**src/avtx_fifo.sv**
```systemverilog
/*
  Synchronous first-word-fall-through FIFO.
  Register-array ring buffer whose head word is always on dout_o when
  not empty. Reports the number of free words for flow control.
*/
`timescale 1ns/100ps

module avtx_fifo #(
  parameter int WIDTH = 42,
  parameter int DEPTH = 8
) (
  input  logic                     Clk_i,
  input  logic                     Rstn_i,
  input  logic                     push_i,
  input  logic [WIDTH-1:0]         din_i,
  input  logic                     pop_i,
  output logic [WIDTH-1:0]         dout_o,
  output logic                     empty_o,
  output logic [$clog2(DEPTH):0]   free_o
);

  localparam int PTR_W = $clog2(DEPTH);
  localparam int CNT_W = PTR_W + 1;

  logic [WIDTH-1:0] mem [DEPTH];
  logic [PTR_W-1:0] wr_ptr_q;
  logic [PTR_W-1:0] rd_ptr_q;
  logic [CNT_W-1:0] count_q;

  always_ff @(posedge Clk_i)
  begin
    if (push_i)
    begin
      mem[wr_ptr_q] <= din_i;
    end
  end

  always_ff @(posedge Clk_i or negedge Rstn_i)
  begin
    if (!Rstn_i)
    begin
      wr_ptr_q <= '0;
      rd_ptr_q <= '0;
      count_q  <= '0;
    end
    else
    begin
      if (push_i)
        wr_ptr_q <= (wr_ptr_q == PTR_W'(DEPTH-1)) ? '0 : wr_ptr_q + 1'b1;
      if (pop_i)
        rd_ptr_q <= (rd_ptr_q == PTR_W'(DEPTH-1)) ? '0 : rd_ptr_q + 1'b1;
      count_q <= count_q + CNT_W'(push_i) - CNT_W'(pop_i);
    end
  end

  assign dout_o  = mem[rd_ptr_q];               // Head word
  assign empty_o = (count_q == '0);
  assign free_o  = CNT_W'(DEPTH) - count_q;

endmodule

```
**config.mk**
```make
export PLATFORM = sky130hd
export DESIGN_NAME = avtx_fifo
export DESIGN_NICKNAME = d
export VERILOG_FILES = /design/src/avtx_fifo.sv
export SDC_FILE = /design/constraint.sdc
export NUM_CORES = 1
export LEC_CHECK = 0
export BUFFER_PORTS_ARGS = -buffer_cell sky130_fd_sc_hd__buf_2
export CORE_UTILIZATION = 30
export CTS_BUF_LIST = sky130_fd_sc_hd__clkbuf_2 sky130_fd_sc_hd__clkbuf_4 sky130_fd_sc_hd__clkbuf_8
export DETAILED_ROUTE_END_ITERATION = 12
export PLACE_DENSITY = 0.54
export REMOVE_ABC_BUFFERS = 1
export SLEW_MARGIN = 5
export SYNTH_ARGS = -nofsm -noshare
export SYNTH_HDL_FRONTEND = slang
export SYNTH_SLANG_ARGS = --single-unit
export TNS_END_PERCENT = 100
```
**constraint.sdc**
```tcl
create_clock -name Clk_i -period 6.2 [get_ports Clk_i]
set_input_delay 0.62 -clock Clk_i [delete_from_list [all_inputs] [get_ports Clk_i]]
set_output_delay 0.62 -clock Clk_i [all_outputs]
set_load 0.01 [all_outputs]
```
==> Word-level counts from Yosys, hierarchy flattened <==
Memories as Yosys holds them, arrays and structs flattened.
Index checks and enable logic that the tools add are counted.
{ "word_totals": {"register_bits": 10, "latchBits": 0, "ram_bits": 336, "mem_bits_ro": 0, "inputBits": 46, "wordCells": 16, "n_memories": 1} }
{ "mem_list": {"columns": ["memory", "depth", "word_bits", "rd", "rd_ports_with_merged_regs", "write_ports", "line", "text"], "rows": [
  ["mem", 8, 42, 1, 0, 1, "25", "logic [WIDTH-1:0] mem [DEPTH];"]
]} }
{ "classes": {"n_addsub": 5, "n_mul": 0, "div_mod_pow": 0, "magnitude_cmp": 0, "n_eq_ne": 2, "n_shift": 0, "muxes": 4, "bitwise_logic": 0, "reduce_logical": 1} }
{ "op_table": {"columns": ["operator", "n"], "rows": [
  ["$add 3x1->3 const B", 2],
  ["$eq 3x3->1 const B", 2],
  ["$mux 3", 2],
  ["$add 4x1->4", 1],
  ["$logic_not 4->1", 1],
  ["$sub 4x1->4", 1],
  ["$sub 4x4->4 const A", 1],
  ["$mux 1", 2]
]} }

==> Depth between registers and ports, before layout <==
Gate-level depths: netlist of run 1.
{ "depth": {"ltp_word": 2, "depth_mapped": 7, "depth_no_buf": 7} }

==> Least setup slack after synthesis of run 1 <==
No wires, ideal clock.
{ "synth_path": {"path_kind": "in2reg", "start": "input push_i", "end": "memory mem[0][0] (enable)", "arrival_ns": 3.590, "slack_ns": 2.116, "path_stages": 2, "path_cell_list": "nand2b_1 -> nor3_1"} }
{ "synth_between": {"elab_chain_cells": 2} }
{ "synth_lines": {"columns": ["item", "line", "text"], "rows": [
  ["start, declared", "14", "input logic push_i,"],
  ["$mux 1", "32", "if (push_i)"],
  ["$mux 1 (implied by the code)", "34", "mem[wr_ptr_q] <= din_i;"],
  ["end, declared", "25", null]
]} }
Every way passes these cells.

==> Final worst setup path of run 1 <==
{ "layout_path": {"start": "register rd_ptr_q[0]", "end": "output dout_o[1]"} }
{ "layout_between": {"elab_chain_cells": 1} }
{ "layout_lines": {"columns": ["item", "line", "text"], "rows": [
  ["start, declared", "27", "logic [PTR_W-1:0] rd_ptr_q;"],
  ["start signal, assigned", "51", "rd_ptr_q <= (rd_ptr_q == PTR_W'(DEPTH-1)) ? '0 : rd_ptr_q + 1'b1;"],
  ["$mem_v2 8x42", null, null],
  ["end, declared", "17", "output logic [WIDTH-1:0] dout_o,"]
]} }
Every way passes these cells.

==> reports/metrics.json, run 1 <==
{
  "outcome": {
    "outcome": "completed"
  },
  "pwr": {
    "vdd.ir_drop.worst_mv": 0.266,
    "power-per-cell-area_mw_per_mm2": 465,
    "leak_pwr_nw": 5.31
  },
  "critical_path": {
    "timing.rr.start": "wr_ptr_q[1]",
    "stage_delay_of_the_slowest_cell_on_the_critical_path_ps": 960,
    "crit_path_end": "dout_o[1]",
    "setup.reg_to_reg.worst_slack_ps": 3790,
    "timing.critical_path.required_ps": 5580,
    "crit_family": "flip-flops",
    "critPathCaptureType": "output port",
    "cp_num_cells": 4,
    "crit_slowest_cell": "sky130_fd_sc_hd__dfrtp_4",
    "startpoint_type": "register",
    "critical_path.startpoint": "rd_ptr_q[0]",
    "path_cells": "buf_4, mux4_1, mux2_2, buf_2",
    "arrival_ps": 3180,
    "critical_path.max_fanout": 43,
    "cp_num_buf_inv": 2,
    "reg2regPathDepth": 3,
    "critical_path.reg2reg.endpoint": "mem[4][23]",
    "worstSetupPathType": "register to output port"
  },
  "clock_network": {
    "cts_hold_buffers": 1,
    "cts.repair_timing.setup_buffer_count": 0,
    "worst_skew_pair.late_latency_ps": 620,
    "cts_tree": "done",
    "cts-root-to-sink-buffers": 3,
    "clock-root-buffer": "sky130_fd_sc_hd__clkbuf_8",
    "clock_sink_count": 346,
    "ctsHtreeMaxLevel": 2,
    "cts_resized": 0,
    "path_clk_slew_ps": 60,
    "cts-buffers-inserted": 56
  },
  "place": {
    "io_buffers": 92,
    "place_congestion": 0.663,
    "dpl-instance-area_mm2": 0.0147,
    "estimated_wirelength_of_the_detail_placed_design_um": 14500,
    "pre_cts_ws_ps": 2900
  },
  "die": {
    "placeableCoreArea_mm2": 0.0443,
    "num_io_pins": 93,
    "die_height_um": 214,
    "floorplan_die_width_um": 214,
    "floorplan.initialDensity": 0.305,
    "die-area_mm2": 0.0459,
    "row_count": 77
  },
  "sta": {
    "post-route-min-period_ps": 3800,
    "finalHoldViolCount": 0,
    "post-route-period-util": 0.612,
    "final.setup_skew_ps": 21.2,
    "totalNegativeSetupSlack_ps": 0,
    "setup_violations": 0,
    "worstMarginPinSlew_ps": 1070,
    "postLayoutSetupSlackWorst_ps": 2400,
    "worst_hold_slack_ps": 267,
    "drv_slew": 0,
    "timing.slew.headroom": 0.284,
    "achievable-frequency_mhz": 263,
    "grt_setup_unrepaired": "false"
  },
  "global_routing": {
    "grt.total_usage": 0.123,
    "grt_pass1_vias": 6534,
    "grt_pass1_wl_um": 41500,
    "antenna_violations_before_repair": 2,
    "grt_remaining_overflow": 0,
    "grt_max_degree": 53
  },
  "routing": {
    "detailroute.via_count": 5956,
    "first_pass_iters": 4,
    "detailedRoute.firstIterationViolations": 309,
    "drc_errors_left": 0,
    "routed_wire_length_per_instance_um": 20.9,
    "ant_nets": 0,
    "wirelength_um": 27600,
    "viasPerCell": 4.52
  },
  "yosys": {
    "synth_top_area_frac": 0.747,
    "postSynthRegisterBits": 346,
    "count_of_cell_types_in_the_netlist": 25,
    "share_of_synthesized_registers_carrying_an_async_set_or_reset": 0.0289,
    "synth_cells": 546,
    "synth_top_cells_by_area": "sky130_fd_sc_hd__edfxtp_1 75%, sky130_fd_sc_hd__mux4_2 11%, sky130_fd_sc_hd__mux2_4 4.2%",
    "synth-edff-count": 336,
    "yosysSeqAreaShare": 0.766,
    "synthFlopType": "sky130_fd_sc_hd__edfxtp_1",
    "netlist.top_cell.by_area": "sky130_fd_sc_hd__edfxtp_1",
    "post_synth.cell_area_avg_um2": 24.7,
    "synth_area_mm2": 0.0135,
    "ys_warns": 0
  },
  "cells_and_area": {
    "post_route_cells_drive_above_1_share": 0.429,
    "most_common_cell_after_layout_fill_and_taps_aside": "sky130_fd_sc_hd__edfxtp_1",
    "areaGrowthSynthToFinish_pct": 16.7,
    "fin_nets": 741,
    "mostFrequentLayoutCells": "336 x sky130_fd_sc_hd__edfxtp_1, 92 x sky130_fd_sc_hd__buf_2, 63 x sky130_fd_sc_hd__mux4_2",
    "antenna_cells_inserted": 0,
    "final_area_mm2": 0.0158
  },
  "min_path": {
    "hold_class": "input pin to register"
  },
  "flow_run": {
    "drv.max_cap_violation_count": 0
  }
}
==> stage by stage <==
| step | instances | utilization | power [W] |
|---|---|---|---|
| finish | 1319 | 0.356 | 0.00733 |
| global route | 1319 | 0.356 | 0.00774 |
| CTS | 1319 | 0.356 | 0.00751 |
| detailed placement | 1216 | 0.331 | 0.00555 |
| global placement | 1216 | 0.331 | 0.00554 |
| floorplan | 521 | - | 0.00481 |
==> registers in the layout (all words and copies together), names as in the netlist <==
register / cells
rd_ptr_q: 3
count_q: 4
wr_ptr_q: 3
mem: 336
==> per-layer routing <==
layer	vias to the layer above	wire length, um	track usage
li1	2599	-	-
met2	137	13400	0.199
met5	-	30	0
met3	44	1310	0.0332
met1	3172	12300	0.161
met4	4	472	0.0402
==> Yosys cell counts, drive strengths merged (2+ instances only) <==
cell,instances
edfxtp,336
mux4,84
mux2,48
buf,14
clkbuf,11
ha,11
dfrtp,10
inv,8
nor2,8
nand2b,3
xnor2,3
nand2,2
nor3,2
==> worst register-to-register path, delay by kind of cell, from the launching register on <==
kind | cells | cell delay (ps)
buf+inv | 1 | 540
flops | 1 | 400
simple gates | 2 | 1070
==> area by class of cell <==
cell class / count / area, um2
fillers: 4162 / 28600
flip-flops and latches: 346 / 10400
multi-input cells: 167 / 2990
clock buffers: 73 / 905
well taps: 592 / 741
repair buffers: 104 / 553
clock inverters: 29 / 185
inverters: 8 / 30.0
==> power by group <==
group          total, W  internal, W  switching [W]  leakage, nW
Clock           0.00191      0.00103       0.000881        0.575
Sequential      0.00328      0.00295       0.000336         3.17
Combinational   0.00213      0.00117       0.000955         1.57
==> how the worst min path moves through the flow <==
stage	startpoint	to	cells after the start
2_1_floorplan	Rstn_i	count_q[0]	0
3_3_place_gp	Rstn_i	wr_ptr_q[0]	1
3_5_place_dp	Rstn_i	wr_ptr_q[0]	1
4_1_cts	din_i[19]	mem[0][19]	1
5_1_grt	din_i[6]	mem[6][6]	1
6_report	din_i[20]	mem[7][20]	1
==> kinds of logic after synthesis <==
kind of cell | synth area share
xor+xnor | 0.00259
flops | 0.766
mux | 0.196
buf+inv | 0.0170
simple gates | 0.00584
compound gates | 0.000926
fa+ha+maj | 0.0117
Note: power is estimated with default switching activity, not from simulation.
==> run 2: changes to the inputs <==
==> constraint.sdc (replaced) <==
create_clock -name Clk_i -period 3.55 [get_ports Clk_i]
set_input_delay 0.355 -clock Clk_i [delete_from_list [all_inputs] [get_ports Clk_i]]
set_output_delay 0.355 -clock Clk_i [all_outputs]
set_load 0.01 [all_outputs]
==> reports/metrics.json, run 2 (synthesis gave the netlist of run 1 again) <==
{
  "cells_and_area": {
    "fill_cells": {"value": 4122, "change": "-0.96%"},
    "fin_nets": {"value": 767, "change": "+3.5%"},
    "registers_with_the_most_flip_flops": "mem x336, count_q x4",
    "final_area": {"value": 0.0161, "unit": "mm2", "change": "+2.4%"},
    "areaGrowthSynthToFinish_pct": 19.5,
    "mostFrequentLayoutCells": "336 x sky130_fd_sc_hd__edfxtp_1, 92 x sky130_fd_sc_hd__buf_2, 63 x sky130_fd_sc_hd__mux4_2",
    "most_common_cell_after_layout_fill_and_taps_aside": "sky130_fd_sc_hd__edfxtp_1",
    "largest_register_ffs": {"value": 336, "change": "unchanged"},
    "post_route_cells_drive_above_1_share": {"value": 0.430, "change": "+0.00112"},
    "top_register": "mem"
  },
  "critical_path": {
    "critical_path.max_fanout": {"value": 27, "change": "-37%"},
    "worstSetupPathType": "register to output port",
    "startpoint_type": "register",
    "arrival": {"value": 2870, "unit": "ps", "change": "-310 ps"},
    "crit_family": "multiplexers",
    "critPathCaptureType": "output port",
    "crit_slowest_cell": "sky130_fd_sc_hd__dfrtp_4",
    "cp_num_buf_inv": {"value": 2, "change": "unchanged"},
    "path_cells": "buf_4, mux4_1, mux2_2, buf_2",
    "timing.critical_path.required": {"value": 3190, "unit": "ps", "change": "-2390 ps"},
    "stage_delay_of_the_slowest_cell_on_the_critical_path": {"value": 790, "unit": "ps", "change": "-170 ps"}
  },
  "die": {
    "row_count": {"value": 77, "change": "unchanged"},
    "die-area": {"value": 0.0459, "unit": "mm2", "change": "unchanged"},
    "num_io_pins": {"value": 93, "change": "unchanged"},
    "die_height": {"value": 214, "unit": "um", "change": "unchanged"},
    "floorplan.initialDensity": {"value": 0.305, "change": "unchanged"},
    "placeableCoreArea": {"value": 0.0443, "unit": "mm2", "change": "unchanged"},
    "floorplan_die_width": {"value": 214, "unit": "um", "change": "unchanged"}
  },
  "clock_network": {
    "ctsHtreeMaxLevel": {"value": 2, "change": "unchanged"},
    "cts_resized": {"value": 0, "change": "unchanged"},
    "clock_sink_count": {"value": 346, "change": "unchanged"},
    "cts-buffers-inserted": {"value": 56, "change": "unchanged"},
    "worst_skew_pair.late_latency": {"value": 600, "unit": "ps", "change": "-20 ps"},
    "cts-root-to-sink-buffers": {"value": 3, "change": "unchanged"},
    "cts_tree": "done",
    "clock-root-buffer": "sky130_fd_sc_hd__clkbuf_8",
    "cts.repair_timing.setup_buffer_count": {"value": 0, "change": "unchanged"},
    "path_clk_slew": {"value": 60, "unit": "ps", "change": "about the same"}
  },
  "place": {
    "place_congestion": {"value": 0.648, "change": "-2.3%"},
    "io_buffers": {"value": 92, "change": "unchanged"},
    "estimated_wirelength_of_the_detail_placed_design": {"value": 14600, "unit": "um", "change": "+0.63%"},
    "dpl-instance-area": {"value": 0.0148, "unit": "mm2", "change": "+0.84%"}
  },
  "sta": {
    "totalNegativeSetupSlack": {"value": 0, "unit": "ps", "change": "unchanged"},
    "grt_setup_unrepaired": "false",
    "post-route-period-util": 0.908,
    "worst_hold_slack": {"value": 52.7, "unit": "ps", "change": "-215 ps"},
    "final.setup_skew": {"value": 20.8, "unit": "ps", "change": "-0.414 ps"},
    "post-route-min-period_ps": 3220,
    "finalHoldViolCount": {"value": 0, "change": "unchanged"},
    "setup_violations": {"value": 0, "change": "unchanged"},
    "drv_slew": {"value": 0, "change": "unchanged"},
    "timing.slew.headroom": {"value": 0.291, "change": "+0.00711"},
    "achievable-frequency_mhz": 310,
    "worstMarginPinSlew": {"value": 1060, "unit": "ps", "change": "-10.7 ps"}
  },
  "flow_run": {
    "drv.max_cap_violation_count": {"value": 0, "change": "unchanged"}
  },
  "pwr": {
    "power-per-cell-area": {"value": 801, "unit": "mW/mm2", "change": "+72%"},
    "vdd.ir_drop.worst": {"value": 0.532, "unit": "mV", "change": "+100%"},
    "leak_pwr": {"value": 5.47, "unit": "nW", "change": "+3.0%"},
    "report.power.total": {"value": 0.0129, "unit": "W", "change": "+76%"}
  },
  "routing": {
    "viasPerCell": {"value": 4.47, "change": "-0.95%"},
    "wirelength": {"value": 27200, "unit": "um", "change": "-1.3%"},
    "detailroute.via_count": {"value": 6020, "change": "+1.1%"},
    "drc_errors_left": {"value": 0, "change": "unchanged"},
    "ant_nets": {"value": 0, "change": "unchanged"},
    "routed_wire_length_per_instance": {"value": 20.2, "unit": "um", "change": "-3.3%"},
    "first_pass_iters": {"value": 4, "change": "unchanged"},
    "detailedRoute.firstIterationViolations": {"value": 394, "change": "+28%"}
  },
  "global_routing": {
    "grt_max_degree": {"value": 45, "change": "-15%"},
    "grt_pass1_vias": {"value": 6527, "change": "-0.11%"},
    "antenna_violations_before_repair": {"value": 1, "change": "-1"},
    "grt.total_usage": {"value": 0.121, "change": "-0.00261"},
    "grt_remaining_overflow": {"value": 0, "change": "unchanged"},
    "grt_pass1_wl": {"value": 41100, "unit": "um", "change": "-0.87%"}
  },
  "min_path": {
    "hold_class": "input pin to register"
  },
  "outcome": {
    "outcome": "completed"
  }
}
[run 2: layout make-up]
class	count	area (um2)	share of cell area
Sequential cell	346	10400	0.641
Clock buffer	88	1020	0.0634
Multi-Input combinational cell	167	2990	0.185
Tap cell	592	741	0.0459
Antenna cell	1	2.50	0.000155
Clock inverter	14	95.1	0.00589
Timing Repair Buffer	130	906	0.0561
Inverter	8	30.0	0.00186
[run 2: final timing paths]
| kind | start | endpoint | slack (ps) | cells after the start |
|---|---|---|---|---|
| max | rd_ptr_q[0] | dout_o[0] | 330 | 4 |
| min | din_i[34] | mem[3][34] | 50 | 1 |
| max reg2reg | rd_ptr_q[0] | rd_ptr_q[2] | 1460 | 4 |
| min reg2reg | wr_ptr_q[1] | wr_ptr_q[1] | 560 | 1 |
| max in group asynchronous | Rstn_i | rd_ptr_q[0] | 3140 | 2 |
| min in group asynchronous | Rstn_i | rd_ptr_q[2] | 170 | 2 |
[run 2: metal layers]
metal,wire length [um],vias up,part of all wire,global-route usage
li1,-,2661,-,-
met1,12100,3179,0.44,0.156
met2,13600,137,0.50,0.201
met3,1130,43,0.042,0.0275
met4,480,0,0.018,0.0371
met5,0,-,0,0
[run 2: where the power goes]
group	internal, W	switching, W	leakage, nW
Clock	0.00189	0.00150	0.595
Combinational	0.00213	0.00173	1.71
Sequential	0.00515	0.000523	3.17
[run 2: what timing repair did]
| action | in CTS | in global routing |
|---|---|---|
| endpoints found under the setup margin | 0 | 0 |
| hold buffers | 24 | 0 |
| endpoints found under the hold margin | 153 | 0 |
[run 2: stage by stage]
step                setup slack (ps)   util  instances
CTS                              154  0.364       1345
floorplan                       -904      -        521
global placement                 845  0.334       1219
detailed placement               823  0.334       1219
finish                           327  0.364       1346
global route                    79.5  0.364       1345
==> run 3: changes to the inputs <==
--- a/config.mk
+++ b/config.mk
@@ -9,7 +9,6 @@
 export CORE_UTILIZATION = 30
 export CTS_BUF_LIST = sky130_fd_sc_hd__clkbuf_2 sky130_fd_sc_hd__clkbuf_4 sky130_fd_sc_hd__clkbuf_8
 export DETAILED_ROUTE_END_ITERATION = 12
-export PLACE_DENSITY = 0.54
 export REMOVE_ABC_BUFFERS = 1
 export SLEW_MARGIN = 5
 export SYNTH_ARGS = -nofsm -noshare
==> reports/metrics.json, run 3 (synthesis gave the netlist of run 1 again) <==
{
  "die": {
    "floorplan_die_width": {"value": 214, "unit": "um", "change": "unchanged"},
    "die_height": {"value": 214, "unit": "um", "change": "unchanged"},
    "placeableCoreArea": {"value": 0.0443, "unit": "mm2", "change": "unchanged"},
    "floorplan.initialDensity": {"value": 0.305, "change": "unchanged"},
    "die-area": {"value": 0.0459, "unit": "mm2", "change": "unchanged"},
    "num_io_pins": {"value": 93, "change": "unchanged"},
    "row_count": {"value": 77, "change": "unchanged"}
  },
  "routing": {
    "ant_nets": {"value": 0, "change": "unchanged"},
    "detailedRoute.firstIterationViolations": {"value": 335, "change": "-15%"},
    "first_pass_iters": {"value": 4, "change": "unchanged"},
    "wirelength": {"value": 26900, "unit": "um", "change": "-1.2%"},
    "detailroute.via_count": {"value": 6095, "change": "+1.2%"},
    "routed_wire_length_per_instance": {"value": 19.7, "unit": "um", "change": "-2.6%"},
    "viasPerCell": {"value": 4.47, "change": "-0.16%"},
    "drc_errors_left": {"value": 0, "change": "unchanged"}
  },
  "flow_run": {
    "drv.max_cap_violation_count": {"value": 0, "change": "unchanged"}
  },
  "critical_path": {
    "timing.critical_path.required": {"value": 3190, "unit": "ps", "change": "about the same"},
    "arrival": {"value": 2780, "unit": "ps", "change": "-90 ps"},
    "path_cells": "buf_4, mux4_1, mux2_4, buf_2",
    "startpoint_type": "register",
    "critical_path.max_fanout": {"value": 55, "change": "+100%"},
    "cp_num_buf_inv": {"value": 2, "change": "unchanged"},
    "critPathCaptureType": "output port",
    "crit_family": "flip-flops",
    "crit_slowest_cell": "sky130_fd_sc_hd__dfrtp_4",
    "worstSetupPathType": "register to output port",
    "stage_delay_of_the_slowest_cell_on_the_critical_path": {"value": 980, "unit": "ps", "change": "+190 ps"}
  },
  "cells_and_area": {
    "post_route_cells_drive_above_1_share": {"value": 0.411, "change": "-0.0189"},
    "top_register": "mem",
    "largest_register_ffs": {"value": 336, "change": "unchanged"},
    "mostFrequentLayoutCells": "336 x sky130_fd_sc_hd__edfxtp_1, 92 x sky130_fd_sc_hd__buf_2, 63 x sky130_fd_sc_hd__mux4_2",
    "fin_nets": {"value": 793, "change": "+3.4%"},
    "areaGrowthSynthToFinish_pct": 20.9,
    "antenna_cells_inserted": {"value": 0, "change": "-1"},
    "most_common_cell_after_layout_fill_and_taps_aside": "sky130_fd_sc_hd__edfxtp_1",
    "registers_with_the_most_flip_flops": "mem x336, count_q x4",
    "fill_cells": {"value": 4058, "change": "-1.6%"},
    "layout.cells.non_filler": {"value": 1365, "change": "+1.4%"},
    "final_area": {"value": 0.0163, "unit": "mm2", "change": "+1.1%"}
  },
  "sta": {
    "timing.slew.headroom": {"value": 0.427, "change": "+0.135"},
    "post-route-min-period": {"value": 3140, "unit": "ps", "change": "-87.0 ps"},
    "totalNegativeSetupSlack": {"value": 0, "unit": "ps", "change": "unchanged"},
    "drv_slew": {"value": 0, "change": "unchanged"},
    "postLayoutSetupSlackWorst": {"value": 414, "unit": "ps", "change": "+87.0 ps"},
    "grt_setup_unrepaired": "false",
    "setup_violations": {"value": 0, "change": "unchanged"},
    "worstMarginPinSlew": {"value": 860, "unit": "ps", "change": "-203 ps"},
    "post-route-period-util": {"value": 0.883, "change": "-0.0245"},
    "finalHoldViolCount": {"value": 0, "change": "unchanged"},
    "achievable-frequency": {"value": 319, "unit": "MHz", "change": "+2.8%"},
    "final.setup_skew": {"value": 28.7, "unit": "ps", "change": "+7.88 ps"}
  },
  "place": {
    "estimated_wirelength_of_the_detail_placed_design": {"value": 14600, "unit": "um", "change": "+0.12%"},
    "pre_cts_ws": {"value": 1000, "unit": "ps", "change": "+181 ps"},
    "dpl-instance-area": {"value": 0.0148, "unit": "mm2", "change": "+0.12%"},
    "io_buffers": {"value": 92, "change": "unchanged"},
    "placed_cells": {"value": 1223, "change": "+0.33%"},
    "place_congestion": {"value": 0.645, "change": "-0.40%"}
  },
  "clock_network": {
    "worst_skew_pair.late_latency": {"value": 630, "unit": "ps", "change": "+30 ps"},
    "clock_sink_count": {"value": 346, "change": "unchanged"},
    "cts.repair_timing.setup_buffer_count": {"value": 0, "change": "unchanged"},
    "ctsHtreeMaxLevel": {"value": 2, "change": "unchanged"},
    "cts-root-to-sink-buffers": {"value": 3, "change": "unchanged"},
    "cts-buffers-inserted": {"value": 59, "change": "+5.4%"},
    "clock-root-buffer": "sky130_fd_sc_hd__clkbuf_8",
    "cts_tree": "done",
    "path_clk_slew": {"value": 60, "unit": "ps", "change": "about the same"}
  },
  "pwr": {
    "vdd.ir_drop.worst": {"value": 0.327, "unit": "mV", "change": "-38%"},
    "report.power.total": {"value": 0.0130, "unit": "W", "change": "+0.48%"},
    "leak_pwr": {"value": 5.55, "unit": "nW", "change": "+1.5%"},
    "power-per-cell-area": {"value": 795, "unit": "mW/mm2", "change": "-0.66%"}
  },
  "global_routing": {
    "grt.total_usage": {"value": 0.120, "change": "-0.000965"},
    "grt_remaining_overflow": {"value": 0, "change": "unchanged"},
    "antenna_violations_before_repair": {"value": 2, "change": "+1"},
    "grt_pass1_wl": {"value": 41000, "unit": "um", "change": "-0.35%"},
    "grt_max_degree": {"value": 56, "change": "+24%"},
    "grt_pass1_vias": {"value": 6722, "change": "+3.0%"}
  },
  "min_path": {
    "hold_class": "input pin to register"
  },
  "outcome": {
    "outcome": "completed"
  }
}
## run 3: path summary, 6_finish.rpt
| check | slack [ps] | depth (start not counted) | end | start |
|---|---|---|---|---|
| max in group asynchronous | 3190 | 2 | rd_ptr_q[1] | Rstn_i |
| max reg2reg | 1620 | 3 | mem[6][21] | wr_ptr_q[0] |
| min reg2reg | 580 | 1 | wr_ptr_q[1] | wr_ptr_q[1] |
| min | 70 | 2 | count_q[0] | push_i |
| min in group asynchronous | 120 | 2 | wr_ptr_q[0] | Rstn_i |
| max | 410 | 4 | dout_o[3] | rd_ptr_q[2] |
## run 3: layout make-up
class                           count  area (um2)  area share
Clock buffer                       76         940      0.0576
Clock inverter                     23         159     0.00973
Inverter                            8        30.0     0.00184
Multi-Input combinational cell    167        2990       0.183
Sequential cell                   346       10400       0.634
Tap cell                          592         741      0.0454
Timing Repair Buffer              153        1110      0.0682
## run 3: layer usage
layer,routed length [um],GRT usage,vias up,part of all wire
met4,481,0.0362,4,0.018
met2,13000,0.197,134,0.48
met5,27,0,-,0.0010
li1,-,-,2705,-
met3,1400,0.0366,51,0.052
met1,12000,0.152,3201,0.45
## run 3: power by group
group / switching (W) / total, W / internal, W / leakage (nW)
Clock: 0.00153 / 0.00339 / 0.00186 / 0.580
Combinational: 0.00180 / 0.00397 / 0.00217 / 1.80
Sequential: 0.000473 / 0.00562 / 0.00515 / 3.17
## run 3: timing repair
item	4_1_cts	5_1_grt
resized for setup	0	0
hold endpoints to repair	346	0
hold buffers	43	0
## run 3: through the flow
stage	hold WS [ps]	util
2_1_floorplan	59.4	-
3_3_place_gp	244	0.334
3_5_place_dp	247	0.334
4_1_cts	0.371	0.368
5_1_grt	36.3	0.368
6_report	69.5	0.368
