==> src/avtx_pkg.sv <==
/*
  Shared definitions for the Avalon to PCIe memory write bridge.
  Holds the data path widths, the TLP encodings, the header layout,
  the stream beat union and the bus request and response structs.
*/
package avtx_pkg;

  localparam int DATA_W      = 128;
  localparam int BURST_W     = 5;           // Bursts of 1 to 16 words
  localparam int DW_PER_BEAT = 4;
  localparam int AVL_ADDR_MAX = 18;         // Widest Avalon word address carried

  localparam logic [7:0] TLP_FMT_MWR32 = 8'h40;  // 3-DW header, with data

  // One queued write, already translated
  typedef struct packed {
    logic [31:0] addr;                      // PCIe byte address
    logic [9:0]  len;                       // Length in dwords
  } tlp_cmd_t;

  // Header beat, most significant dword first
  typedef struct packed {
    logic [31:0] dw3;                       // Unused in a 3-DW header
    logic [31:0] dw2;                       // Address, dword aligned
    logic [15:0] req_id;
    logic [7:0]  tag;
    logic [3:0]  last_be;
    logic [3:0]  first_be;
    logic [7:0]  fmt_type;
    logic [13:0] rsvd;
    logic [9:0]  length;
  } tlp_hdr_t;

  // The same 128-bit word is either a header or payload
  typedef union packed {
    tlp_hdr_t            hdr;
    logic [DATA_W-1:0]   data;
  } tlp_beat_u;

  typedef struct packed {
    logic                    write;
    logic [AVL_ADDR_MAX-1:0] address;       // Word address, low bits used
    logic [BURST_W-1:0]      burstcount;
    logic [DATA_W-1:0]       writedata;
  } avl_wr_t;

  typedef struct packed {
    logic        psel;
    logic        penable;
    logic        pwrite;
    logic [7:0]  paddr;
    logic [31:0] pwdata;
  } apb_req_t;

  typedef struct packed {
    logic [31:0] prdata;
    logic        pready;
    logic        pslverr;
  } apb_rsp_t;

  typedef struct packed {
    logic      valid;
    logic      sop;
    logic      eop;
    tlp_beat_u data;
  } tx_st_t;

endpackage
==> src/avtx_tlp_fsm.sv <==
/*
  Memory write TLP transmitter.
  Sends a 3-DW header beat for the command at the FIFO head, then one
  payload beat per burst word from the data FIFO. Beats hold stable
  while the link is not ready, and back-to-back commands go out
  without an idle cycle between them.
*/
`timescale 1ns/100ps

module avtx_tlp_fsm (
  input  logic                          Clk_i,
  input  logic                          Rstn_i,
  input  avtx_pkg::tlp_cmd_t            cmd_i,
  input  logic                          cmd_empty_i,
  output logic                          cmd_pop_o,
  input  logic [avtx_pkg::DATA_W-1:0]   data_i,
  output logic                          data_pop_o,
  input  logic [15:0]                   requester_id_i,
  output avtx_pkg::tx_st_t              tx_st_o,
  input  logic                          TxStReady_i
);

  typedef enum logic [1:0] {
    IDLE,
    HDR,
    DATA
  } state_e;

  state_e                        state_q;
  state_e                        state_d;
  avtx_pkg::tlp_beat_u           beat;
  logic                          cnt_load;
  logic                          cnt_last;
  logic [avtx_pkg::BURST_W-1:0]  beat_cnt;

  // Payload beats in this TLP
  assign beat_cnt = cmd_i.len[avtx_pkg::BURST_W+1:2];

  avtx_beat_counter i_beat_counter (
    .Clk_i   (Clk_i),
    .Rstn_i  (Rstn_i),
    .load_i  (cnt_load),
    .count_i (beat_cnt),
    .step_i  (data_pop_o),
    .last_o  (cnt_last),
    .busy_o  ()
  );

  always_comb
  begin
    state_d    = state_q;
    beat       = '0;
    cnt_load   = 1'b0;
    cmd_pop_o  = 1'b0;
    data_pop_o = 1'b0;
    tx_st_o.valid = 1'b0;
    tx_st_o.sop   = 1'b0;
    tx_st_o.eop   = 1'b0;
    case (state_q)
      IDLE:
      begin
        if (!cmd_empty_i)
          state_d = HDR;
      end
      HDR:
      begin
        tx_st_o.valid = 1'b1;
        tx_st_o.sop   = 1'b1;
        beat.hdr.dw3      = '0;
        beat.hdr.dw2      = {cmd_i.addr[31:2], 2'b00};
        beat.hdr.req_id   = requester_id_i;
        beat.hdr.last_be  = 4'hF;                // Whole dwords only
        beat.hdr.first_be = 4'hF;
        beat.hdr.fmt_type = avtx_pkg::TLP_FMT_MWR32;
        beat.hdr.length   = cmd_i.len;
        if (TxStReady_i)
        begin
          cmd_pop_o = 1'b1;
          cnt_load  = 1'b1;
          state_d   = DATA;
        end
      end
      DATA:
      begin
        tx_st_o.valid = 1'b1;
        tx_st_o.eop   = cnt_last;
        beat.data     = data_i;
        if (TxStReady_i)
        begin
          data_pop_o = 1'b1;
          if (cnt_last)
            state_d = cmd_empty_i ? IDLE : HDR;  // Next TLP straight away
        end
      end
      default: state_d = IDLE;
    endcase
    tx_st_o.data = beat;
  end

  always_ff @(posedge Clk_i or negedge Rstn_i)
  begin
    if (!Rstn_i)
      state_q <= IDLE;
    else
      state_q <= state_d;
  end

endmodule

==> src/avtx_beat_counter.sv <==
/*
  Burst beat counter.
  Loads a beat count and counts down on every moved beat. A load on the
  same cycle as a step counts that beat, so the first beat of a burst
  is covered by the same last-beat flag as the rest.
*/
`timescale 1ns/100ps

module avtx_beat_counter (
  input  logic                          Clk_i,
  input  logic                          Rstn_i,
  input  logic                          load_i,
  input  logic [avtx_pkg::BURST_W-1:0]  count_i,
  input  logic                          step_i,
  output logic                          last_o,
  output logic                          busy_o
);

  logic [avtx_pkg::BURST_W-1:0] rem_q;      // Beats still to move
  logic [avtx_pkg::BURST_W-1:0] rem_cur;

  assign rem_cur = load_i ? count_i : rem_q;

  always_ff @(posedge Clk_i or negedge Rstn_i)
  begin
    if (!Rstn_i)
      rem_q <= '0;
    else if (load_i || step_i)
      rem_q <= rem_cur - avtx_pkg::BURST_W'(step_i);
  end

  assign last_o = (rem_cur == avtx_pkg::BURST_W'(1));
  assign busy_o = (rem_q != '0);

endmodule

==> config.mk <==
export PLATFORM = sky130hd
export DESIGN_NAME = avtx_tlp_fsm
export DESIGN_NICKNAME = d
export VERILOG_FILES = /design/src/avtx_pkg.sv /design/src/avtx_tlp_fsm.sv /design/src/avtx_beat_counter.sv
export SDC_FILE = /design/constraint.sdc
export NUM_CORES = 1
export LEC_CHECK = 0
export ABC_AREA = 1
export BUFFER_PORTS_ARGS = -buffer_cell sky130_fd_sc_hd__clkbuf_2
export CORE_AREA = 3 3 125 127
export DETAILED_ROUTE_END_ITERATION = 16
export DIE_AREA = 0 0 128 130
export HOLD_SLACK_MARGIN = 0.1
export PLACE_DENSITY = 0.41
export SETUP_SLACK_MARGIN = 0.5
export SLEW_MARGIN = 20
export SYNTH_ARGS = -nofsm -noshare
export SYNTH_HDL_FRONTEND = slang
export SYNTH_SLANG_ARGS = --single-unit
==> constraint.sdc <==
create_clock -name Clk_i -period 2.1 [get_ports Clk_i]
set_input_delay 0.105 -clock Clk_i [delete_from_list [all_inputs] [get_ports Clk_i]]
set_output_delay 0.105 -clock Clk_i [all_outputs]
set_load 0.02 [all_outputs]
## Yosys cells after proc, flatten, opt, wreduce, memory -nomap -nowiden

Cells that the tools add are included.
Widths: inputs -> output; s select.

- Input bits: 190
- Register bits: 7

- Equality and inequality tests: 7
- Reduce and logical (&&, ||, !) cells: 4
- Mux-type cells: 18
- $add $sub $neg: 1

Operators with widths:

| operator | number |
|---|---|
| $pmux 80 s2 | 1 |
| $pmux 16 s2 | 1 |
| $pmux 10 s2 | 1 |
| $mux 14 | 1 |
| $mux 2 | 4 |
| $mux 8 | 1 |
| $ne 2x2->1 const B | 4 |
| $mux 1 | 7 |
| $pmux 2 s3 | 1 |
| $eq 5x1->1 const B | 1 |
| $mux 5 | 1 |
| $sub 5x1->5 | 1 |
| $reduce_and 4->1 | 1 |
| $eq 2x1->1 const B | 1 |
| $eq 2x2->1 const B | 1 |
| $logic_not 2->1 | 1 |
| $reduce_or 2->1 | 1 |
| $logic_or 1x1->1 | 1 |

## Longest topological paths before layout

Gate-level depths: netlist (run 1).

- Depth after elaboration: 7
- Gate-level depth with buffers: 12
- Mapped depth without buffers: 11

## By module

From an unflattened synthesis (run 1), not the netlist that was laid out.

- Cells, all modules: 431
- Area total of the unflattened synthesis: 2093.3 um2

By module, submodules not included:

| module | instances | cells an instance | area an instance (um2) |
|---|---|---|---|
| avtx_tlp_fsm | 1 | 377 | 1684.1 |
| avtx_beat_counter | 1 | 54 | 409.1 |

## Least setup slack after synthesis (run 1)

No wires, ideal clock.

- Path kind: flip-flop to flip-flop
- Start point: register state_q[1]
- End point: register i_beat_counter.rem_q[2] (netlist bit)
- Setup slack: 0.031 ns
- Cell stages (with the launch flop): 11
- Required time: 1.975 ns
- Clock period less this slack: 2.069 ns
- Data arrival time: 1.944 ns
- Buffers on the path: 1
- Cells stage by stage: dfrtp_1 inv_1 ha_1 buf_6 nand2_4 nand2_1 nand2_1 ha_1 ha_1 xor2_1 mux2_2

- Word-level cells in the longest chain between the ends: 4
- Elaborated cells on any way between the ends: 7
- Classes of those cells: add/sub (1); eq/ne (2); mux (3); reduce/logical (1)

Ends and longest elaborated chain:

| element | RTL line | source |
|---|---|---|
| start: declaration | avtx_tlp_fsm.sv:29 | `state_e state_q;` |
| start signal: assignment | avtx_tlp_fsm.sv:105 | `state_q <= state_d;` |
| $eq 2x1->1 | avtx_tlp_fsm.sv:59 | `case (state_q)` |
| $mux 1 | avtx_tlp_fsm.sv:59 |  |
| $mux 5 | avtx_beat_counter.sv:22 | `assign rem_cur = load_i ? count_i : rem_q;` |
| $sub 5x1->5 | avtx_beat_counter.sv:29 | `rem_q <= rem_cur - avtx_pkg::BURST_W'(step_i);` |
| end signal: assignment | avtx_beat_counter.sv:29 |  |
| end: declaration | avtx_beat_counter.sv:19 | `logic [avtx_pkg::BURST_W-1:0] rem_q;` |

Parallel ways exist; a longest one is shown, timed or not.
A chain may end at the register's enable or synchronous reset.

## Worst setup path after layout (run 1)

Ends and elaborated chain as after synthesis.

==> run summary, run 1 <==
The flow ran to the end, and the final reports show no timing, DRC or antenna violations. The count of endpoints failing setup in the final report is 0. The tree is rooted in a sky130_fd_sc_hd__clkbuf_16. The commonest cells after synthesis are sky130_fd_sc_hd__nand2_1 (191), sky130_fd_sc_hd__inv_1 (75), sky130_fd_sc_hd__a21oi_1 (60). For this run, the register share of the synthesized area comes to 8.912%. After synthesis, the largest family of logic cells by area is simple AND/OR/NAND/NOR gates. The biggest area contributor in the post-synthesis netlist is sky130_fd_sc_hd__nand2_1.

The global-route usage over all layers is 15.15%. The average via count per standard cell is 4.189. The post-route cell area came out at 0.006321 mm^2.

The final number of max-transition violations came out at 0. The worst pin sits at a relative slew slack of 75.06%. The worst endpoint data arrival time came out at 1.97 ns. The per-instance average area after synthesis came out at 4.691 um^2. Detailed placement ended at an HPWL of 9.748 mm. The required time of the critical path came out at 2.21 ns. The final critical delay including setup and external delays is 1.856 ns. The internal portion of the total power is 0.004519 W.

The DRC violations left came out at 0. The clock latency at the later pin of the worst-skew pair is 0.23 ns. Multiplexer cells account for 0.5729% of the synthesized area. The wire length of the first global-routing pass is 19.91 mm. For this run, the slowest stage of the critical path takes 0.42 ns. The clock share of power is 3.6%. The total clock buffers created by CTS came out at 3. Dividing the detail-routed wire length by the instance count gives 16.51 um.

The top-area cell type share of the netlist area came out at 36.47%. Power comes to 0.009229 W. The starting DRC count in detailed routing came out at 161. Walking the worst path, the cells encountered are buf_6 -> ha_4 -> buf_6 -> nand2_4 -> inv_4 -> ha_4 -> ha_4 -> xor2_1 -> mux2_4. The slew at the pin closest to its max-slew limit is 0.3742 ns. On the critical path, the stage with the largest delay is an instance of sky130_fd_sc_hd__dfrtp_2. After Yosys synthesis, full adders, half adders and majority gates account for 4.456% of the synthesized area. The worst setup path is captured at a flop. The clock slew seen by the registers of the worst setup and hold paths is 0.04 ns. The distinct cell type count after synthesis is 21. The worst hold path was traced through 4 stages. The clock tree from TritonCTS is done.

The areal power density over the cells came out at 1460 mW/mm^2. The highest attainable clock frequency came out at 538.7 MHz. The detailed-router iteration count before antenna repair is 4. In this run the core area contains 44 standard-cell rows. Compared with the post-synthesis result, the final layout area differs by 221.6%. The async set or reset register ratio after synthesis came out at 100.0%. The setup skew after layout is 0.001952 ns. The floorplan step defined a die boundary enclosing 0.01664 mm^2. The worst setup path is launched from a flop. The static leakage power is 3.659 nW. The floorplan core area came out at 0.01453 mm^2. Ranked by total cell area, the synthesized netlist is headed by sky130_fd_sc_hd__nand2_1 (36%), sky130_fd_sc_hd__a21oi_1 (15%), sky130_fd_sc_hd__inv_1 (14%).

The maximum fanout count along the critical path came out at 8. In this run the cell area of the synthesized design comes to 0.001966 mm^2. Summing the areas of all and, or, nand and nor instances in the mapped netlist gives 47.23% of the synthesized area. Counting stages on the worst path, the most repeated cell is sky130_fd_sc_hd__ha_4.

The number of diodes added for antenna fixing is 0. Buffers placed on the I/O ports in this run total 320. Setup total negative slack on the finished layout was measured at 0 ns.

The origin of the worst min-delay path is cmd_empty_i. Of the total power, registers draw 2.8%. The min-delay analysis places its worst path in the category in -> reg. The initial utilization of the core area, before any placement, comes to 13.52%.

From bottom edge to top edge, the die measures 130 um. The final weighted congestion in routability-driven placement is 0.7830. Setup repair after global routing could not meet its margin everywhere. The cell area after placement is 0.004234 mm^2.

The number of warnings printed during yosys synthesis came out at 0. The number of enable-type register cells in the synthesized netlist came out at 0. The die width came out at 128 um. The final count of hold timing violations came to 0. The ratio of final minimum period to clock period is 88.39%. The number of max-capacitance violations reported is 0. The worst voltage drop across the vdd grid is 0.9250 mV. The count of nets left with antenna violations once routing finished came out at 0. The fraction of power spent switching nets came out at 51.03%. Summing over every cut layer, the via total after detailed routing is 4042. The worst-case reg-to-reg path depth is 9. The number of buffers on the longest clock path came out at 2. The net switching power came out at 0.004710 W. The most common flop cell mapped by yosys is sky130_fd_sc_hd__dfrtp_1.

The post-synthesis share of cell area spent on xor and xnor gates is 0.4456%. The number of antenna violations at the first check in global routing was 0. The layout cell share with drive strength beyond 1 came out at 73.24%. The sum of overflow across all layers after global routing is 0. The slack of the worst reg-to-reg path came out at 0.24 ns. The total clock sinks is 7.

The synthesized instance count is 419. The routed wire length came out at 15.93 mm. The worst min-delay path endpoint is state_q[1].

The net count of the finished layout is 979. The level count of the clock H-tree is 1. The largest net degree at the start of global routing came out at 36. The number of ports placed on the die boundary came out at 323.

The via count of the first global-routing pass is 3662. The endpoint identified for the worst register-to-register timing path is i_beat_counter.rem_q[2]. Synthesis inferred 7 register bits. By startpoint and endpoint, the worst setup path is classified as reg -> reg. Summing the areas of all compound-gate instances in the mapped netlist gives 16.80% of the synthesized area. The portion of total power attributed to combinational logic came out at 93.7%. Yosys instantiated no cell more often than sky130_fd_sc_hd__nand2_1. The startpoint identified for the worst register-to-register timing path is state_q[1]. The net count after synthesis came out at 616.
-- worst max-delay path by stage --
stage / to / start / depth (start not counted) / slack (ns)
finish: i_beat_counter.rem_q[2] / state_q[1] / 9 / 0.24
global route: tx_st_o[128] / state_q[1] / 9 / 0.18
CTS: i_beat_counter.rem_q[2] / state_q[1] / 9 / 0.24
detailed placement: i_beat_counter.rem_q[2] / state_q[1] / 9 / 0.22
global placement: i_beat_counter.rem_q[2] / state_q[1] / 9 / 0.24
floorplan: i_beat_counter.rem_q[2] / state_q[1] / 10 / 0.29
-- through the flow --
stage	util (%)	instances	setup WS (ns)	hold WS, ns
final	43.49	965	0.2438	0.2255
after global routing	43.49	965	0.1754	0.2623
after CTS	36.09	945	0.2365	0.2129
after detailed placement	29.13	902	0.2236	-0.02819
after global placement	29.13	902	0.2361	-0.02597
after floorplan	-	419	0.2918	-0.1906
-- state kept, by name (all words and copies together), names as in the netlist --
register and count:
i_beat_counter.rem_q 5, state_q 2
-- repair_timing --
item                                   in CTS  in global routing
endpoints found under the hold margin       7                  0
cloned                                     11                 10
resized for setup                          99                329
buffers inserted                           27                 10
pin swaps                                   8                 47
setup endpoints to repair                 135                137
hold buffers                                1                  0
-- critical path, delay by kind of cell (launching register included) --
family / cells / cell delay, ns
xor gates and xnor gates: 1 / 0.14
adders and majority gates: 3 / 0.55
buffers and inverters: 3 / 0.32
DFF: 1 / 0.42
muxes: 1 / 0.25
and+or+nand+nor: 1 / 0.06
-- cell type report --
type | instances | area (um^2)
Fill cell | 1440 | 8213
Timing Repair Buffer | 387 | 3206
Multi-Input combinational cell | 308 | 2332
Inverter | 75 | 296.5
Tap cell | 184 | 230.2
Sequential cell | 7 | 177.7
Clock buffer | 4 | 78.83
-- per-layer routing --
metal | track usage [%] | vias up | part of all wire, %
li1 | - | 1979 | -
met1 | 19.93 | 1900 | 42
met2 | 27.79 | 153 | 52
met3 | 1.392 | 10 | 5.6
met4 | 1.623 | 0 | 0.65
met5 | 0 | - | 0
-- power groups by stage --
stage               registers (W)  logic (W)  clock network, W
floorplan                0.000238    0.00346                 0
global placement         0.000250    0.00504                 0
detailed placement       0.000250    0.00506                 0
CTS                      0.000247    0.00718          0.000338
global route             0.000263    0.00916          0.000346
finish                   0.000255    0.00864          0.000329
-- cell usage in the layout, fill, tap and decap left out, types with 2 or more instances in the layout --
cell,count
sky130_fd_sc_hd__clkbuf_2,228
sky130_fd_sc_hd__a21oi_2,32
sky130_fd_sc_hd__nand3_2,3
sky130_fd_sc_hd__clkbuf_16,11
sky130_fd_sc_hd__a21oi_1,5
sky130_fd_sc_hd__inv_4,3
sky130_fd_sc_hd__buf_8,18
sky130_fd_sc_hd__nor2_2,9
sky130_fd_sc_hd__buf_16,16
sky130_fd_sc_hd__nand2_2,16
sky130_fd_sc_hd__clkbuf_4,4
sky130_fd_sc_hd__buf_6,51
sky130_fd_sc_hd__nand3_4,2
sky130_fd_sc_hd__buf_12,8
sky130_fd_sc_hd__buf_4,42
sky130_fd_sc_hd__dfrtp_1,5
sky130_fd_sc_hd__a21oi_4,23
sky130_fd_sc_hd__nand3_1,4
sky130_fd_sc_hd__o21ai_2,2
sky130_fd_sc_hd__nand2_8,2
sky130_fd_sc_hd__dfrtp_2,2
sky130_fd_sc_hd__inv_1,45
sky130_fd_sc_hd__nor2_1,18
sky130_fd_sc_hd__ha_4,5
sky130_fd_sc_hd__ha_1,2
sky130_fd_sc_hd__nand2_4,53
sky130_fd_sc_hd__buf_2,10
sky130_fd_sc_hd__nor2_4,3
sky130_fd_sc_hd__nand2_1,125
sky130_fd_sc_hd__inv_2,26
-- cells by family after synthesis --
group                      Yosys count
muxes                                1
AOI/OAI and AO/OA                   64
xor gates and xnor gates             1
and+or+nand+nor                    235
adders and majority gates            7
buffers and inverters              104
DFF                                  7
No activity file was read; power rests on OpenSTA's default activity.
==> run 2, diff against run 1 <==
Settings changed: ABC_AREA 1 to 0, CORE_AREA 3 3 125 127 to 3 3 126 128, DIE_AREA 0 0 128 130 to 0 0 129 131.
==> run 2 against run 1 <==
Net effect:
- combinational power increased by 2.4%
- non-clock buffer count decreased by 14
- sequential share of layout area up 0.11 points
- register-to-register slack worse by 0.09 ns
- global-route usage shrank 2.6 points
- routed wire length is 9.5% lower
- hold slack improved by 0.016 ns
- clock power down 2%
==> run summary, run 2 <==
Port buffering added 320 buffers. The DRC violations left came out at 0. After synthesis, the most frequently instantiated cells are sky130_fd_sc_hd__and2_1 (64), sky130_fd_sc_hd__nor2b_1 (57), sky130_fd_sc_hd__a22oi_1 (56). The net count after synthesis is 475. After layout, the design draws a total of 0.009456 W. The cell area after synthesis came out at 0.001917 mm^2. In this run the critical register-to-register path is captured at state_q[1]. The most common cell in the synthesized netlist is sky130_fd_sc_hd__and2_1.

The number of enable-type register cells in the synthesized netlist came out at 0. The max-slew headroom at the worst pin is 73.34%. Detailed routing inserted a total of 3479 vias. In this run the worst setup path terminates at tx_st_o[33]. In this run the static leakage power is 2.948 nW.

The clock latency at the later pin of the worst-skew pair came out at 0.23 ns. Measured along the y axis, the die boundary spans 131 um. The total clock buffers created by CTS is 3. The worst-case reg-to-reg path depth came out at 6. Sorting the synthesized cells by area gives the leading types as sky130_fd_sc_hd__a22oi_1 (22%), sky130_fd_sc_hd__and2_1 (21%), sky130_fd_sc_hd__nor2b_1 (19%). The die is 129 um wide. The number of antenna violations at the first check in global routing is 0. In this run the number of H-tree levels came out at 1.

The final critical delay including setup and external delays came out at 1.993 ns. The startpoint identified for the worst register-to-register timing path is state_q[0]. Routability-driven placement finished with a final weighted congestion of 0.7673.

The slack of the worst reg-to-reg path is 0.15 ns. The slew at the pin closest to its max-slew limit is 0.3957 ns. The pre-antenna-repair detailed-routing pass consisted of 4 iterations. The wire length of the first global-routing pass is 17.15 mm. For this run, the top clock speed supported by timing is 501.9 MHz. The initial utilization of the core area, before any placement, comes to 12.80%.

The worst slack at placement came out at 0.08827 ns. In the routed layout, each cell is associated on average with a via count of 4.269. The routed wire length came out at 14.42 mm.

The synthesized design contains 7 register bits. TritonCTS built the clock tree. The total clock sinks is 7. Of all cell types, the one taking the most synthesized area is sky130_fd_sc_hd__a22oi_1. The maximum fanout count along the critical path came out at 5. For this run, the register share of the synthesized area comes to 9.138%. The most common library cell in the layout ignoring fill and taps is sky130_fd_sc_hd__clkbuf_2.

The count of nets after finishing came out at 825. The share of synthesized area in the top cell type comes to 21.93%. The floorplan has 45 rows. The ratio of final minimum period to clock period is 94.88%. The number of ports placed on the die boundary is 323. The areal power density over the cells is 1566 mW/mm^2. The area enclosed by the die boundary is 0.01690 mm^2. The clock slew seen by the registers of the worst setup and hold paths is 0.04 ns. Setup slack on the critical path of the routed design comes to 0.1075 ns. The largest registers in the layout are i_beat_counter.rem_q x5, state_q x2. The worst voltage drop across the vdd grid is 0.5185 mV. The root buffer cell is sky130_fd_sc_hd__clkbuf_16. In this run the worst hold path is classified as in -> async. Setup repair after global routing could not meet its margin everywhere. The average wire per cell in the routed design came out at 17.69 um. The clock passes through at most 2 buffers.

Of the cells placed in the final design, the portion with a size suffix greater than 1 is 88.20%. The minimum hold slack is 0.2412 ns. The largest net degree at the start of global routing came out at 39. The global-route usage over all layers came out at 12.57%. The final count of hold timing violations came to 0. The setup skew after layout is 0.005124 ns.

The floorplan core area came out at 0.01498 mm^2. Summed over all nets, the half-perimeter wirelength after detailed placement is 8.802 mm. The sum of overflow across all layers after global routing came out at 0. The number of flip-flops in the largest register came out at 5.

The library cells used most frequently in the layout, excluding fill and tap cells, are sky130_fd_sc_hd__clkbuf_2 (213), sky130_fd_sc_hd__buf_6 (80), sky130_fd_sc_hd__and2_4 (50). The per-instance average area after synthesis is 6.895 um^2. The synthesized instance count is 278.

The layout-stage area growth over the synthesis result came out at 214.9%. The most common flop cell mapped by yosys is sky130_fd_sc_hd__dfrtp_1. The starting DRC count in detailed routing is 64. The distinct cell type count after synthesis is 27.

The type of destination of the critical path is a primary output. After synthesis, the share of flip-flops with an asynchronous set or reset is 100.0%. Summed over all failing endpoints, the final setup total negative slack is 0 ns.

The critical path is of the reg -> out type. The largest register by flop count is i_beat_counter.rem_q. The number of diodes added for antenna fixing came out at 0. The number of routed nets with antenna violations came out at 0. The run finished with clean final reports. The via count of the first global-routing pass is 3123. Yosys printed 0 warnings. The most critical setup path has its startpoint at state_q[1]. The number of max-capacitance violations reported is 0. The required time of the critical path is 2.00 ns. The worst endpoint data arrival time is 1.89 ns. The type of element launching the critical path is a flop. The count of endpoints failing setup in the final report is 0. The final number of max-transition violations came out at 0.
[run 2: where the power goes]
part	total (W)	internal [W]	switching [W]
Clock	0.000324	0.000250	0.0000741
Sequential	0.000278	0.000201	0.0000771
Combinational	0.00885	0.00478	0.00408
Total	0.00946	0.00523	0.00423
[run 2: timing repair]
item,in CTS,in global routing
resized for setup,117,293
setup buffers,15,12
endpoints found under the setup margin,138,138
cloned,7,12
endpoints found under the hold margin,7,0
hold buffers,1,0
pin swaps,6,33
[run 2: how the worst min path moves through the flow]
stage,endpoint,slack (ns),cells past startpoint
2_1_floorplan,i_beat_counter.rem_q[0],-0.19,0
3_3_place_gp,i_beat_counter.rem_q[3],-0.04,1
3_5_place_dp,i_beat_counter.rem_q[3],-0.04,1
4_1_cts,i_beat_counter.rem_q[3],0.25,2
5_1_grt,i_beat_counter.rem_q[3],0.27,2
6_report,i_beat_counter.rem_q[3],0.24,2
[run 2: cell type report]
| cell class | instances | area (um^2) |
|---|---|---|
| Timing Repair Buffer | 373 | 3104 |
| Fill cell | 1484 | 8940 |
| Inverter | 4 | 17.52 |
| Clock buffer | 3 | 75.07 |
| Sequential cell | 7 | 176.4 |
| Clock inverter | 1 | 5.005 |
| Multi-Input combinational cell | 239 | 2424 |
| Tap cell | 188 | 235.2 |
[run 2: routing by layer]
| metal | wire (um) | up-vias | share of wire [%] | track usage [%] |
|---|---|---|---|---|
| met1 | 6110 | 1677 | 42 | 16.70 |
| met2 | 7623 | 132 | 53 | 22.87 |
| li1 | - | 1664 | - | - |
| met4 | 59 | 0 | 0.41 | 1.359 |
| met5 | 0 | - | 0 | 0 |
| met3 | 624 | 6 | 4.3 | 1.098 |
[run 2: cell families (layout without fill, tap and decap cells)]
kind of cell | Yosys count | count (layout) | synth area share, %
AOI/OAI and AO/OA | 68 | 68 | 26.89
buffers and inverters | 32 | 381 | 6.984
and+or+nand+nor | 153 | 153 | 46.93
adders and majority gates | 7 | 7 | 4.569
DFF | 7 | 7 | 9.138
muxes | 5 | 5 | 2.741
xor gates and xnor gates | 6 | 6 | 2.741
[run 2: critical path, stage by stage, from the launching register on]
cell	delay [ns]
sky130_fd_sc_hd__dfrtp_1	0.39
sky130_fd_sc_hd__buf_6	0.13
sky130_fd_sc_hd__ha_4	0.17
sky130_fd_sc_hd__buf_12	0.12
sky130_fd_sc_hd__buf_16	0.13
sky130_fd_sc_hd__buf_12	0.14
sky130_fd_sc_hd__o21ai_4	0.22
sky130_fd_sc_hd__buf_6	0.17
sky130_fd_sc_hd__nor2_4	0.04
sky130_fd_sc_hd__buf_6	0.13
[run 2: stage by stage]
step	instance area (um^2)	instances	util, %
finish	6037	815	40.31
global route	6037	815	40.31
CTS	4981	791	33.26
detailed placement	4138	764	27.63
global placement	4138	764	27.63
floorplan	2369	278	-
==> run 3, diff against run 2 <==
Settings changed: CORE_AREA 3 3 126 128 to 3 3 124 126, CTS_BUF_LIST from default to sky130_fd_sc_hd__clkbuf_4, DIE_AREA 0 0 129 131 to 0 0 127 129, PLACE_DENSITY 0.41 to 0.42.
==> run 3 against run 2 <==
Net effect:
- via count increased by 1.4%
- design area decreased by 0.58%
- register-to-register slack improved by 0.04 ns
- final cell count decreased by 0.37%
- largest power group unchanged
==> run summary, run 3 (synthesis gave the netlist of run 2 again) <==
The library cell used most frequently in the layout, excluding fill and tap cells, is sky130_fd_sc_hd__clkbuf_2. The final number of max-transition violations came out at 0. Summed over all layers, the routed wires come to 14.49 mm. The global-route usage over all layers came out at 13.07%. Along the worst path, the maximum fanout reaches 7. The placed wire-length estimate is 9.015 mm.

By instance count, the cell type seen most on the critical path is sky130_fd_sc_hd__ha_4. The slew at the pin closest to its max-slew limit came out at 0.2727 ns. The top cell types in the final layout, fill and taps aside, are sky130_fd_sc_hd__clkbuf_2 (215), sky130_fd_sc_hd__a22oi_2 (54), sky130_fd_sc_hd__buf_6 (50).

The static leakage power came out at 2.939 nW. The worst pin sits at a relative slew slack of 81.30%. The total clock buffers created by CTS came out at 3. The number of max-capacitance violations reported came out at 0. The post-route netlist has 85.51% of its cells at a drive strength greater than 1. The highest attainable clock frequency is 522.7 MHz. The number of diodes added for antenna fixing came out at 0. Across the VDD grid, the largest voltage drop is 0.6153 mV. The layout-stage area growth over the synthesis result is 213.1%.

The wire length of the first global-routing pass is 17.62 mm. The slowest stage of the critical path is the sky130_fd_sc_hd__dfrtp_1 cell. The final weighted congestion in routability-driven placement is 0.8951. After detailed routing, the average wire length per cell comes to 17.84 um. The count of port buffers added during placement is 320. The die width is 127 um. The worst endpoint data arrival time came out at 2.10 ns. The via count of the first global-routing pass is 3265. CTS placed an instance of sky130_fd_sc_hd__clkbuf_4 at the clock tree root. The areal power density over the cells is 1558 mW/mm^2. The detail route stage leaves a number of antenna-violating nets equal to 0. The height of the die came out at 129 um. The number of antenna violations at the first check in global routing is 0.

The number of flip-flops in the largest register came out at 5. The final count of hold timing violations came out at 0. The level count of the clock H-tree came out at 1. The required time of the critical path is 2.29 ns. The slack of the worst reg-to-reg path is 0.19 ns. The count of endpoints failing setup in the final report came out at 0. For this run, design rule violations remaining after detail routing come to 0. Once the floorplan was initialized, standard cells occupied 13.29% of the core. The critical path buffer and inverter count came out at 1. The ratio of final minimum period to clock period came out at 91.10%.

The area enclosed by the die boundary came out at 0.01638 mm^2. In this run the count of I/O pins placed on the die edge is 323. Across the routed clock network, the largest skew measured is 0.01087 ns. On the worst path, the slowest cell contributes a delay of 0.40 ns. The cell area after placement is 0.004140 mm^2.

After layout, the minimum clock period comes to 1.913 ns. The clock latency at the later pin of the worst-skew pair is 0.26 ns. TritonCTS built the clock tree.

More flip-flops sit in one register than any other, and that register is i_beat_counter.rem_q. The setup TNS after final layout is 0 ns. Before antenna repair, the detailed router went through 4 iterations.

Among cell families on the critical path, the largest total delay comes from adder cells. The number of rows in the core area came out at 44. The starting DRC count in detailed routing came out at 91. The via count of the routed design came out at 3526. The sum of overflow across all layers after global routing came out at 0. Setup repair after global routing could not meet its margin everywhere. The count of nets after finishing is 826. The number of buffers on the longest clock path came out at 2. The floorplan core area is 0.01442 mm^2.

The worst min-delay path class is in -> async. The total clock sinks came out at 7. STA classifies the critical path endpoint as a flop.

The largest net degree at the start of global routing came out at 43. The average via count per standard cell came out at 4.342. The post-route cell area came out at 0.006002 mm^2. The run finished with clean final reports. In the final layout, the registers with the most flip-flops are i_beat_counter.rem_q x5, state_q x2. Clock-pin slew was measured on the worst setup and hold paths at 0.06 ns.

The critical path goes through inv_2 -> ha_4 -> nand2_4 -> mux2i_1 -> ha_2 -> ha_4 -> nor3b_2 -> xor2_1 -> nor2_1 -> a21oi_1. The worst setup path is launched from a flop. The worst setup path is of the reg -> reg kind.
run 3: cell count changes in the layout (fill, tap and decap cells not counted), sizes merged:
cell and change:
clkbuf +12, buf -11
run 3: path summary, 6_finish.rpt:
kind                                              start                      end  cells past startpoint
max in group asynchronous                        Rstn_i               state_q[0]                      2
worst min register to register  i_beat_counter.rem_q[0]  i_beat_counter.rem_q[0]                      2
worst max-delay path                         state_q[1]  i_beat_counter.rem_q[4]                     10
worst min-delay path                             Rstn_i  i_beat_counter.rem_q[1]                      2
worst max register to register               state_q[1]  i_beat_counter.rem_q[4]                     10
min in group Clk_i                             cmd_i[6]  i_beat_counter.rem_q[4]                      4
run 3: report_power, final:
| part | internal, W | switching [W] |
|---|---|---|
| logic | 0.00483 | 0.00412 |
| registers | 0.000201 | 0.0000756 |
| clock network | 0.0000699 | 0.0000562 |
| total | 0.00510 | 0.00425 |
run 3: area by class of cell:
| cell class | count | area [um^2] |
|---|---|---|
| fill | 1467 | 8422 |
| clock buffer | 3 | 22.52 |
| timing repair buffer | 374 | 3104 |
| inverter | 4 | 15.01 |
| sequential | 7 | 176.4 |
| tap | 184 | 230.2 |
| clock inverter | 1 | 5.005 |
| multi-input combinational | 239 | 2449 |
run 3: routing by layer:
metal / up-vias / GRT usage, % / wire (um)
met5: - / 0 / 0
met4: 0 / 1.451 / 89
met3: 11 / 1.121 / 736
met2: 131 / 23.41 / 7671
li1: 1665 / - / -
met1: 1719 / 17.66 / 5987
run 3: repair_timing:
item	CTS	global route
endpoints found under the hold margin	7	0
setup endpoints to repair	137	139
gates resized for setup	127	243
setup buffers	13	10
hold buffers	1	0
cloned	7	16
pin swaps	15	19
run 3: through the flow:
step	worst slack, ns	cells	utilization [%]	power [W]	hold slack (ns)
3_5_place_dp	0.1319	761	28.70	0.005625	-0.03651
2_1_floorplan	0.01100	278	-	0.004190	-0.1906
6_report	0.1868	812	41.61	0.009351	0.2127
3_3_place_gp	0.1408	761	28.70	0.005581	-0.03829
4_1_cts	0.2000	786	34.92	0.007100	0.2156
5_1_grt	0.08717	812	41.61	0.009864	0.2254
